[src/logic/cpuPkg.sv]
package cpuPkg;

    localparam int wordWidth = 16;

    typedef enum logic [3:0] {
        OP_BNE   = 4'd0,
        OP_BEQ   = 4'd1,
        OP_ADI   = 4'd4,
        OP_LWD   = 4'd7,
        OP_SWD   = 4'd8,
        OP_RTYPE = 4'd15
    } opcode_e;

    typedef enum logic [5:0] {
        FN_ADD = 6'd0,
        FN_SUB = 6'd1,
        FN_AND = 6'd2,
        FN_ORR = 6'd3,
        FN_WWD = 6'd28,
        FN_HLT = 6'd29
    } func_e;

    typedef struct packed {
        opcode_e    opcode;
        logic [1:0] rs;
        logic [1:0] rt;
        logic [1:0] rd;
        func_e      func;
    } rFormat_t;

    typedef struct packed {
        opcode_e    opcode;
        logic [1:0] rs;
        logic [1:0] rt;
        logic [7:0] imm;    // signed offset or constant
    } iFormat_t;

    // same word, two field layouts
    typedef union packed {
        rFormat_t rFmt;
        iFormat_t iFmt;
    } instr_t;

    typedef enum logic [2:0] {
        ALU_ADD,
        ALU_SUB,
        ALU_AND,
        ALU_OR,
        ALU_EQ,
        ALU_NE
    } aluOp_e;

    typedef struct packed {
        aluOp_e     aluOp;
        logic       useImm;     // operand b from immediate
        logic       regWrite;
        logic [1:0] destReg;
        logic       memRead;
        logic       memWrite;
        logic       isBranch;
        logic       isWwd;
        logic       isHalt;
    } ctrl_t;

    typedef struct packed {
        logic [wordWidth-1:0] pc;
        instr_t               instr;
        logic                 valid;
    } fetchOut_t;

    typedef struct packed {
        logic [wordWidth-1:0] result;
        logic [1:0]           destReg;
        logic                 regWrite;
        logic                 isWwd;
        logic                 isHalt;
        logic                 valid;
    } wbIn_t;

    typedef struct packed {
        logic [wordWidth-1:0] addr;
        logic [wordWidth-1:0] wdata;
        logic                 write;    // 0 for load
    } memReq_t;

endpackage

[src/logic/instrFetch.sv]
module instrFetch #(
    parameter logic [cpuPkg::wordWidth-1:0] resetPc = '0
) (
    input  logic                         clk,
    input  logic                         rst,
    input  logic                         stall,
    input  logic                         flush,
    input  logic [cpuPkg::wordWidth-1:0] target,
    output logic [cpuPkg::wordWidth-1:0] instrAddr,
    input  cpuPkg::instr_t               instrData,
    output cpuPkg::fetchOut_t            fetchOut
);
    import cpuPkg::*;

    logic [wordWidth-1:0] pc;

    assign instrAddr = pc;  // memory answers in the same cycle

    always_ff @(posedge clk) begin
        if (rst) begin
            pc <= resetPc;
        end else if (flush) begin
            pc <= target;   // redirect to branch target
        end else if (!stall) begin
            pc <= pc + 1'b1;
        end
    end

    // fetch-to-execute register
    always_ff @(posedge clk) begin
        if (!stall) begin
            fetchOut.pc    <= pc;
            fetchOut.instr <= instrData;
        end
        if (rst) begin
            fetchOut.valid <= 1'b0;
        end else if (flush) begin
            fetchOut.valid <= 1'b0;     // wrong-path slot dropped
        end else if (!stall) begin
            fetchOut.valid <= 1'b1;
        end
    end

endmodule

[src/logic/regFile.sv]
module regFile (
    input  logic                         clk,
    input  logic                         rst,
    input  logic [1:0]                   rdAddrA,
    input  logic [1:0]                   rdAddrB,
    output logic [cpuPkg::wordWidth-1:0] rdDataA,
    output logic [cpuPkg::wordWidth-1:0] rdDataB,
    input  logic                         wrEn,
    input  logic [1:0]                   wrAddr,
    input  logic [cpuPkg::wordWidth-1:0] wrData
);
    import cpuPkg::*;

    logic [wordWidth-1:0] regs [4];

    always_ff @(posedge clk) begin
        if (rst) begin
            for (int k = 0; k < 4; k++) begin
                regs[k] <= '0;
            end
        end else if (wrEn) begin
            regs[wrAddr] <= wrData;
        end
    end

    // writeback value bypasses the array
    assign rdDataA = (wrEn && wrAddr == rdAddrA) ? wrData : regs[rdAddrA];
    assign rdDataB = (wrEn && wrAddr == rdAddrB) ? wrData : regs[rdAddrB];

endmodule

[src/logic/controlDecoder.sv]
module controlDecoder (
    input  cpuPkg::instr_t               instr,
    output cpuPkg::ctrl_t                ctrl,
    output logic [cpuPkg::wordWidth-1:0] imm
);
    import cpuPkg::*;

    // 8-bit immediate, sign extended
    assign imm = {{(wordWidth - 8){instr.iFmt.imm[7]}}, instr.iFmt.imm};

    always_comb begin
        ctrl       = '0;    // no-op unless recognised
        ctrl.aluOp = ALU_ADD;
        if (instr.rFmt.opcode == OP_RTYPE) begin
            case (instr.rFmt.func)
                FN_ADD: begin
                    ctrl.regWrite = 1'b1;
                    ctrl.destReg  = instr.rFmt.rd;
                end
                FN_SUB: begin
                    ctrl.aluOp    = ALU_SUB;
                    ctrl.regWrite = 1'b1;
                    ctrl.destReg  = instr.rFmt.rd;
                end
                FN_AND: begin
                    ctrl.aluOp    = ALU_AND;
                    ctrl.regWrite = 1'b1;
                    ctrl.destReg  = instr.rFmt.rd;
                end
                FN_ORR: begin
                    ctrl.aluOp    = ALU_OR;
                    ctrl.regWrite = 1'b1;
                    ctrl.destReg  = instr.rFmt.rd;
                end
                FN_WWD:  ctrl.isWwd  = 1'b1;   // rs goes to output port
                FN_HLT:  ctrl.isHalt = 1'b1;
                default: ;
            endcase
        end else begin
            case (instr.iFmt.opcode)
                OP_ADI: begin
                    ctrl.useImm   = 1'b1;
                    ctrl.regWrite = 1'b1;
                    ctrl.destReg  = instr.iFmt.rt;
                end
                OP_LWD: begin
                    ctrl.useImm   = 1'b1;   // address = rs + imm
                    ctrl.regWrite = 1'b1;
                    ctrl.destReg  = instr.iFmt.rt;
                    ctrl.memRead  = 1'b1;
                end
                OP_SWD: begin
                    ctrl.useImm   = 1'b1;
                    ctrl.memWrite = 1'b1;
                end
                OP_BNE: begin
                    ctrl.aluOp    = ALU_NE;
                    ctrl.isBranch = 1'b1;
                end
                OP_BEQ: begin
                    ctrl.aluOp    = ALU_EQ;
                    ctrl.isBranch = 1'b1;
                end
                default: ;
            endcase
        end
    end

endmodule

[src/logic/alu.sv]
module alu (
    input  logic [cpuPkg::wordWidth-1:0] a,
    input  logic [cpuPkg::wordWidth-1:0] b,
    input  cpuPkg::aluOp_e               op,
    output logic [cpuPkg::wordWidth-1:0] result,
    output logic                         condTrue
);
    import cpuPkg::*;

    logic [wordWidth-1:0] diff;

    assign diff = a - b;

    always_comb begin
        result   = '0;
        condTrue = 1'b0;
        case (op)
            ALU_ADD: result = a + b;
            ALU_SUB: result = diff;
            ALU_AND: result = a & b;
            ALU_OR:  result = a | b;
            ALU_EQ: begin
                result   = diff;
                condTrue = (diff == '0);    // operands equal
            end
            ALU_NE: begin
                result   = diff;
                condTrue = (diff != '0);
            end
            default: ;
        endcase
    end

endmodule

[src/logic/executeStage.sv]
module executeStage (
    input  logic                         clk,
    input  logic                         rst,
    input  cpuPkg::fetchOut_t            fetchOut,
    input  cpuPkg::ctrl_t                ctrl,
    input  logic [cpuPkg::wordWidth-1:0] imm,
    input  logic [cpuPkg::wordWidth-1:0] rdDataA,
    input  logic [cpuPkg::wordWidth-1:0] rdDataB,
    input  logic [cpuPkg::wordWidth-1:0] aluResult,
    input  logic                         condTrue,
    output logic [cpuPkg::wordWidth-1:0] aluA,
    output logic [cpuPkg::wordWidth-1:0] aluB,
    output logic                         stall,
    output logic                         flush,
    output logic [cpuPkg::wordWidth-1:0] target,
    output cpuPkg::memReq_t              memReq,
    output logic                         memReqValid,
    input  logic                         memReqReady,
    input  logic [cpuPkg::wordWidth-1:0] memRespData,
    input  logic                         memRespValid,
    output cpuPkg::wbIn_t                wbIn
);
    import cpuPkg::*;

    typedef enum logic {MEM_IDLE, MEM_WAIT} memState_e;

    memState_e memState;
    logic      haltSeen;
    logic      live;        // real instruction in execute
    logic      memStall;
    logic      advance;

    assign live   = fetchOut.valid && !haltSeen;
    assign aluA   = rdDataA;
    assign aluB   = ctrl.useImm ? imm : rdDataB;
    assign target = fetchOut.pc + 1'b1 + imm;
    assign flush  = live && ctrl.isBranch && condTrue;

    // request payload held steady by the stall
    assign memReqValid = live && (ctrl.memRead || ctrl.memWrite) && memState == MEM_IDLE;
    always_comb begin
        memReq.addr  = aluResult;
        memReq.wdata = rdDataB;
        memReq.write = ctrl.memWrite;
    end

    always_comb begin
        if (memState == MEM_WAIT) begin
            memStall = !memRespValid;
        end else begin
            memStall = memReqValid && (ctrl.memRead || !memReqReady);
        end
    end

    assign stall   = memStall || haltSeen || (live && ctrl.isHalt);
    assign advance = live && !memStall;

    always_ff @(posedge clk) begin
        if (rst) begin
            memState <= MEM_IDLE;
        end else if (memState == MEM_IDLE) begin
            if (memReqValid && memReqReady && ctrl.memRead) begin
                memState <= MEM_WAIT;   // load accepted, await data
            end
        end else if (memRespValid) begin
            memState <= MEM_IDLE;
        end
    end

    always_ff @(posedge clk) begin
        if (rst) begin
            haltSeen <= 1'b0;
        end else if (live && ctrl.isHalt) begin
            haltSeen <= 1'b1;   // stays until reset
        end
    end

    // execute-to-writeback register
    always_ff @(posedge clk) begin
        if (ctrl.memRead) begin
            wbIn.result <= memRespData;
        end else if (ctrl.isWwd) begin
            wbIn.result <= rdDataA;
        end else begin
            wbIn.result <= aluResult;
        end
        wbIn.destReg  <= ctrl.destReg;
        wbIn.regWrite <= ctrl.regWrite;
        wbIn.isWwd    <= ctrl.isWwd;
        wbIn.isHalt   <= ctrl.isHalt;
        if (rst) begin
            wbIn.valid <= 1'b0;
        end else begin
            wbIn.valid <= advance;  // bubble while stalled
        end
    end

endmodule

[src/logic/writebackStage.sv]
module writebackStage (
    input  logic                         clk,
    input  logic                         rst,
    input  cpuPkg::wbIn_t                wbIn,
    output logic                         wrEn,
    output logic [1:0]                   wrAddr,
    output logic [cpuPkg::wordWidth-1:0] wrData,
    output logic [cpuPkg::wordWidth-1:0] outPort,
    output logic                         outValid,
    output logic [cpuPkg::wordWidth-1:0] numInst,
    output logic                         halted
);
    import cpuPkg::*;

    logic wwdRetire;

    assign wrEn      = wbIn.valid && wbIn.regWrite;
    assign wrAddr    = wbIn.destReg;
    assign wrData    = wbIn.result;
    assign wwdRetire = wbIn.valid && wbIn.isWwd;

    always_ff @(posedge clk) begin
        if (wwdRetire) begin
            outPort <= wbIn.result;
        end
        if (rst) begin
            outValid <= 1'b0;
        end else begin
            outValid <= wwdRetire;  // single-cycle pulse
        end
    end

    always_ff @(posedge clk) begin
        if (rst) begin
            numInst <= '0;
            halted  <= 1'b0;
        end else if (wbIn.valid) begin
            numInst <= numInst + 1'b1;  // every retired slot
            if (wbIn.isHalt) begin
                halted <= 1'b1;
            end
        end
    end

endmodule

[src/logic/cpuCore.sv]
module cpuCore #(
    parameter logic [cpuPkg::wordWidth-1:0] resetPc = '0
) (
    input  logic                         clk,
    input  logic                         rst,
    output logic [cpuPkg::wordWidth-1:0] instrAddr,
    input  cpuPkg::instr_t               instrData,
    output cpuPkg::memReq_t              memReq,
    output logic                         memReqValid,
    input  logic                         memReqReady,
    input  logic [cpuPkg::wordWidth-1:0] memRespData,
    input  logic                         memRespValid,
    output logic [cpuPkg::wordWidth-1:0] outPort,
    output logic                         outValid,
    output logic [cpuPkg::wordWidth-1:0] numInst,
    output logic                         halted
);
    import cpuPkg::*;

    fetchOut_t            fetchOut;
    ctrl_t                ctrl;
    wbIn_t                wbIn;
    logic [wordWidth-1:0] imm, target, rdDataA, rdDataB, aluA, aluB, aluResult, wrData;
    logic                 condTrue, stall, flush, wrEn;
    logic [1:0]           wrAddr;

    instrFetch #(.resetPc(resetPc)) i_instrFetch (
        .clk, .rst, .stall, .flush, .target, .instrAddr, .instrData, .fetchOut
    );

    regFile i_regFile (
        .clk, .rst,
        .rdAddrA(fetchOut.instr.iFmt.rs),   // rs
        .rdAddrB(fetchOut.instr.iFmt.rt),   // rt
        .rdDataA, .rdDataB, .wrEn, .wrAddr, .wrData
    );

    controlDecoder i_controlDecoder (.instr(fetchOut.instr), .ctrl, .imm);

    alu i_alu (.a(aluA), .b(aluB), .op(ctrl.aluOp), .result(aluResult), .condTrue);

    executeStage i_executeStage (
        .clk, .rst, .fetchOut, .ctrl, .imm, .rdDataA, .rdDataB, .aluResult, .condTrue,
        .aluA, .aluB, .stall, .flush, .target, .memReq, .memReqValid, .memReqReady,
        .memRespData, .memRespValid, .wbIn
    );

    writebackStage i_writebackStage (
        .clk, .rst, .wbIn, .wrEn, .wrAddr, .wrData, .outPort, .outValid, .numInst, .halted
    );

endmodule

[config.mk]
export PLATFORM = sky130hd
export DESIGN_NAME = cpuCore
export DESIGN_NICKNAME = d
export VERILOG_FILES = /design/src/logic/cpuPkg.sv /design/src/logic/instrFetch.sv /design/src/logic/regFile.sv /design/src/logic/controlDecoder.sv /design/src/logic/alu.sv /design/src/logic/executeStage.sv /design/src/logic/writebackStage.sv /design/src/logic/cpuCore.sv
export SDC_FILE = /design/constraint.sdc
export NUM_CORES = 1
export LEC_CHECK = 0
export CAP_MARGIN = 30
export CORE_UTILIZATION = 50
export DETAILED_ROUTE_END_ITERATION = 10
export DONT_BUFFER_PORTS = 1
export GPL_ROUTABILITY_DRIVEN = 0
export HOLD_SLACK_MARGIN = 0.12
export SLEW_MARGIN = 20
export SYNTH_ARGS = -nofsm -noshare
export SYNTH_HDL_FRONTEND = slang
export SYNTH_SLANG_ARGS = --single-unit
[constraint.sdc]
create_clock -name clk -period 6.2 [get_ports clk]
set_input_delay 0.31 -clock clk [delete_from_list [all_inputs] [get_ports clk]]
set_output_delay 0.31 -clock clk [all_outputs]
set_load 0.01 [all_outputs]
# --- Word-level counts from Yosys, hierarchy flattened ---
# Memories as Yosys holds them, arrays and structs flattened. A register that Yosys moved wholly into a read port is not among the register bits.
# Cells that the tools add are included.
totals:
  in_bits: 36
  n_memories: 1
  elab_cells: 117
  output_inout_bits: 84
  mem_bits_rw: 64
  reg_bits: 107
classes:
  n_reduce_logical: 35
  n_mux: 38
  add_sub_neg: 6
  n_eq_ne: 18
  n_bitwise: 3
mem_list:
  columns: ["name", "words", "width", "read_ports", "rd_clocked_by_memory_dff", "wr", "line_no", "rtl"]
  rows:
  - ["i_regFile.regs", 4, 16, 2, 2, 4, "regFile.sv:14", "logic [wordWidth-1:0] regs [4];"]
op_table:
  columns: ["op", "n"]
  rows:
  - ["16-bit 2-to-1 mux", 8]
  - ["16-bit case mux with 4 select lines", 1]
  - ["16-bit by 1-bit adder with 16-bit output (second input constant)", 3]
  - ["16-bit adder", 2]
  - ["1-bit 2-to-1 mux", 17]
  - ["16-bit bitwise AND", 1]
  - ["16-bit logical NOT", 1]
  - ["16-bit bitwise OR", 1]
  - ["16-bit nonzero test", 1]
  - ["16-bit OR reduction", 1]
  - ["16-bit subtractor", 1]
  - ["3-bit 2-to-1 mux", 5]
  - ["1-bit logical AND", 14]
  - ["6-bit by 2-bit equality test with 1-bit output (second input constant)", 2]
  - ["6-bit by 5-bit equality test with 1-bit output (second input constant)", 2]
  - ["4-bit by 3-bit equality test with 1-bit output (second input constant)", 2]
  - ["4-bit equality test (second input constant)", 2]
  - ["2-bit 2-to-1 mux", 4]
  - ["3-bit by 2-bit equality test with 1-bit output (second input constant)", 2]
  - ["3-bit equality test (second input constant)", 2]
  - ["6-bit by 1-bit equality test with 1-bit output (second input constant)", 1]
  - ["6-bit logical NOT", 1]
  - ["2-bit case mux with 3 select lines", 1]
  - ["3-bit case mux with 2 select lines", 1]
  - ["14 further kinds", 24]

# --- Logic depth before layout (Yosys ltp) ---
logic_depth:
  ltp_word: 13
  ltp_mapped: 20
  depth_no_buf: 17

# --- Modules after synthesis ---
# A second synthesis with hierarchy kept.
hier_totals:
  hier_cells: 1165
  area_unflattened_um2: 12218.0
by_module_without_submodules:
  columns: ["mod", "area_per_inst_um2", "cells_each", "seq_area_each_um2", "instances"]
  rows:
  - ["regFile", 3842.4, 221, 1921.8, 1]
  - ["alu", 2427.3, 353, 0.0, 1]
  - ["executeStage", 2268.4, 278, 480.5, 1]
  - ["instrFetch", 1973.1, 149, 1301.2, 1]
  - ["writebackStage", 1421.4, 125, 840.8, 1]
  - ["controlDecoder", 285.3, 39, 0.0, 1]

# --- Worst setup path after synthesis ---
# No wires, ideal clock.
synth_path:
  path_kind: "register to register"
  from: "register, netlist name i_executeStage.wbIn[0]"
  to: "register, netlist name i_executeStage.wbIn[19]"
  path_slack_ps: 1095
  path_stages_with_launch: 17
  required_time_ps: 6067
  setup_ps: 133
  synth_period_minus_slack_ps: 5105
  t_arrival_ps: 4972
  n_path_buf: 2
  cell_sequence: "dfxtp_1 > clkbuf_1 > nand2_1 > nor3_1 > clkbuf_1 > mux2_2 > mux2i_1 > ha_1 > a21oi_1 > o21bai_1 > a21o_1 > a2111oi_0 > o31ai_1 > a2111oi_0 > o221ai_1 > o21ai_0 > a21oi_1"

==> results.txt <==
Run status = finished, final reports clean
DIE WIDTH = 152 µm
Clock power share = 31.5%
CTS sink cnt = 175
DRC Markers = 0
Initial antenna violation count = 1
Worst Path Arrival = 5.35 ns
Initial core utilization = 51.1%
Mapped Cells = 1059
TritonCTS buffer count = 17
Syn Nets = 1162
Drt via density = 6.08
Area taken by multi-input logic gates = 6120 µm²
Die area = 23000 µm²
RSZ-0062 raised after global routing = false
Internal power = 2.30 mW
Area grow syn2layout = 10.8%
Post-synthesis instance area = 11200 µm²
Pin count of the biggest net entering global routing = 46
Slew @ Worst Pin = 0.901 ns
Syn_area_per_cell = 10.6 µm²
Core footprint = 21900 µm²
Worst EP required = 5.89 ns
Layout net count = 1179
Final wirelength = 30.7 mm
Overflow after GRT = 0
Total of max-cap violations = 0
Final cell count without fillers = 1370
Clk Latency, worst-skew pair = 0.44 ns
Lkg Pwr = 4.87 nW
FF/Latch Area = 4620 µm²
Post-CTS Resized = 0
Final setup fails = 0
Net Sw Power = 1.27 mW
Final period util = 91.3%
Peak VDD IR = 0.000155 V
Final hold vios = 0
Crit path launch type = register
Final core utilization = 56.6%
Clk_skew = 0.0227 ns
Register area share after synthesis = 41.3%
Fraction of layout cells with a size suffix above 1 = 14.5%
Rel. slew slack = 40.0%
Commonest non-fill, non-tap cell in the layout = edfxtp_1
F_max = 177 MHz
Max stage delay on crit path = 0.75 ns
Initial drt markers = 620
Vias = 8329
# placed instances = 1302
Max FO, Critical Path = 7
WHS = 0.135 ns
Hpwl dp = 22.5 mm
Sw Share = 35.6%
Vias in the first global route = 7844
EDFF count, synth = 112
Most frequent cells in the layout = edfxtp_1 (112), nor2_1 (94), and2_1 (68)
Async set-reset flop share out of synthesis = 0%
CP cell instances = or4b_2 -> inv_1 -> nor2_1 -> mux2i_1 -> ha_1 -> a21oi_1 -> o21bai_1 -> a21o_1 -> a2111oi_0 -> o31ai_1 -> a2111oi_0 -> o221ai_1
Logic gate share of total power = 27.3%
Die Y = 152 µm
H-tree depth = 4
CP most frequent cell = a2111oi_0
Clock tree buffer depth = 2
Max-slew violation count = 0
I/O pins = 120
Fill count = 1925
GRT Overall Usage = 27.4%
Pwr/cell area = 288 nW/µm²
Hold_buf cts = 32
Post-CTS Setup Bufs = 0
Ys Warns = 0
CTS Root Cell = clkbuf_16
1st-pass router iterations = 5
Drt wl/cell = 22.4 µm
Synth unique cells = 92
Fin crit period = 5.66 ns
Post-route setup TNS = 0 ns
First-pass GRT wire length = 46.6 mm
IO Port Bufs = 0
Critical path type = register to primary output
Critical path endpoint category = primary output
Min-delay worst type = input pin to register
Flop pwr share = 41.3%
CP max-delay cell = or4b_2
Worst-path clk slew = 0.09 ns
Routed Antenna Nets = 0
Primary FF master, synth = edfxtp_1
Row count = 54
CTS tree = done
#FFs+latches synth = 175
Design Power = 3.57 mW
[cell type report]
| class | instances | area share [%] |
|---|---|---|
| sequential | 175 | 37.3 |
| clock inverter | 15 | 1.55 |
| timing repair buffer | 50 | 3.84 |
| inverter | 56 | 1.70 |
| clock buffer | 17 | 3.43 |
| tap | 280 | 2.83 |
| multi-input combinational | 776 | 49.3 |
| antenna | 1 | 0.0202 |
[path summary, 6_finish.rpt]
| path | startpoint | cells past startpoint | slack (ns) | end |
|---|---|---|---|---|
| max | i_instrFetch.fetchOut[13] | 12 | 0.54 | memReq[30] |
| min | memRespData[7] | 3 | 0.13 | i_executeStage.wbIn[13] |
| max reg2reg | i_instrFetch.fetchOut[13] | 16 | 0.80 | i_instrFetch.instrAddr[0] |
| min reg2reg | i_executeStage.haltSeen | 2 | 0.48 | i_executeStage.haltSeen |
[power groups by stage]
stage	logic [mW]	clock network, mW	registers [mW]
finish	0.974	1.12	1.47
global route	1.06	1.18	1.49
CTS	0.965	1.13	1.47
detailed placement	0.939	0	1.50
global placement	0.933	0	1.50
floorplan	0.747	0	1.42
[registers in the layout, indices dropped and copies added (netlist names), named ones only]
name                       count
i_executeStage.haltSeen        1
i_writebackStage.numInst      16
i_executeStage.wbIn           22
i_executeStage.memState        1
i_regFile.regs                64
i_writebackStage.outPort      16
i_writebackStage.outValid      1
i_instrFetch.fetchOut         33
i_instrFetch.instrAddr        16
i_writebackStage.halted        1
[critical path, delay by kind of cell (launching register included)]
kind            cells  cell delay (ns)
simple gates        2             0.93
compound gates      7             2.34
mux                 1             0.61
flops               1             0.45
fa+ha+maj           1             0.36
buf+inv             1             0.22
[per-layer routing]
metal / vias to the layer above / global-route usage, % / part of all wire, %
met3: 40 / 6.47 / 7.0
met1: 4050 / 35.7 / 43
li1: 3943 / - / -
met5: - / 0 / 0
met2: 296 / 45.1 / 48
met4: 0 / 8.71 / 2.3
[cell usage after synthesis (4+ instances only)]
cell type / number / area share (%)
nor4_1: 13 / 0.73
a211oi_1: 19 / 1.3
nand4_1: 15 / 0.84
o22ai_1: 10 / 0.56
xnor2_1: 21 / 1.6
a2111o_1: 4 / 0.40
o211ai_1: 8 / 0.54
nor3_1: 14 / 0.63
clkbuf_1: 34 / 1.1
a21o_1: 11 / 0.74
o21ai_0: 29 / 1.3
nand2_1: 59 / 2.0
xor2_1: 36 / 2.8
ha_1: 64 / 7.2
and3_1: 12 / 0.67
o31ai_1: 10 / 0.67
buf_1: 5 / 0.17
edfxtp_1: 112 / 30
inv_1: 55 / 1.8
o21bai_1: 4 / 0.27
a2111oi_0: 4 / 0.31
buf_6: 4 / 0.40
nand2b_1: 9 / 0.50
dfxtp_1: 63 / 11
mux2i_1: 22 / 2.0
or3_1: 9 / 0.50
and2_1: 69 / 3.9
nand3_1: 15 / 0.67
nor2b_1: 8 / 0.45
nor2_1: 95 / 3.2
mux4_2: 32 / 6.4
clkbuf_8: 5 / 0.61
a21oi_1: 58 / 2.6
or2_2: 8 / 0.45
mux2_2: 29 / 2.9
o21a_1: 10 / 0.67
a221oi_1: 5 / 0.39
[per-stage QoR]
stage               instance area, µm²  worst slack [ns]
floorplan                        11200              1.10
global placement                 11400             0.918
detailed placement               11400             0.809
CTS                              12400             0.487
global route                     12400             0.110
finish                           12400             0.539
[kinds of logic (layout without fill, tap and decap cells)]
| family | Yosys count | in the layout | share of synthesized area (%) |
|---|---|---|---|
| adders and majority gates | 67 | 67 | 7.69 |
| xor gates and xnor gates | 57 | 57 | 4.46 |
| other | 0 | 1 | 0 |
| muxes | 83 | 83 | 11.3 |
| and+or+nand+nor | 353 | 353 | 16.9 |
| AOI/OAI and AO/OA | 216 | 216 | 13.7 |
| DFF | 175 | 175 | 41.3 |
| buffers and inverters | 108 | 138 | 4.54 |
No activity file was read; power rests on OpenSTA's default activity.
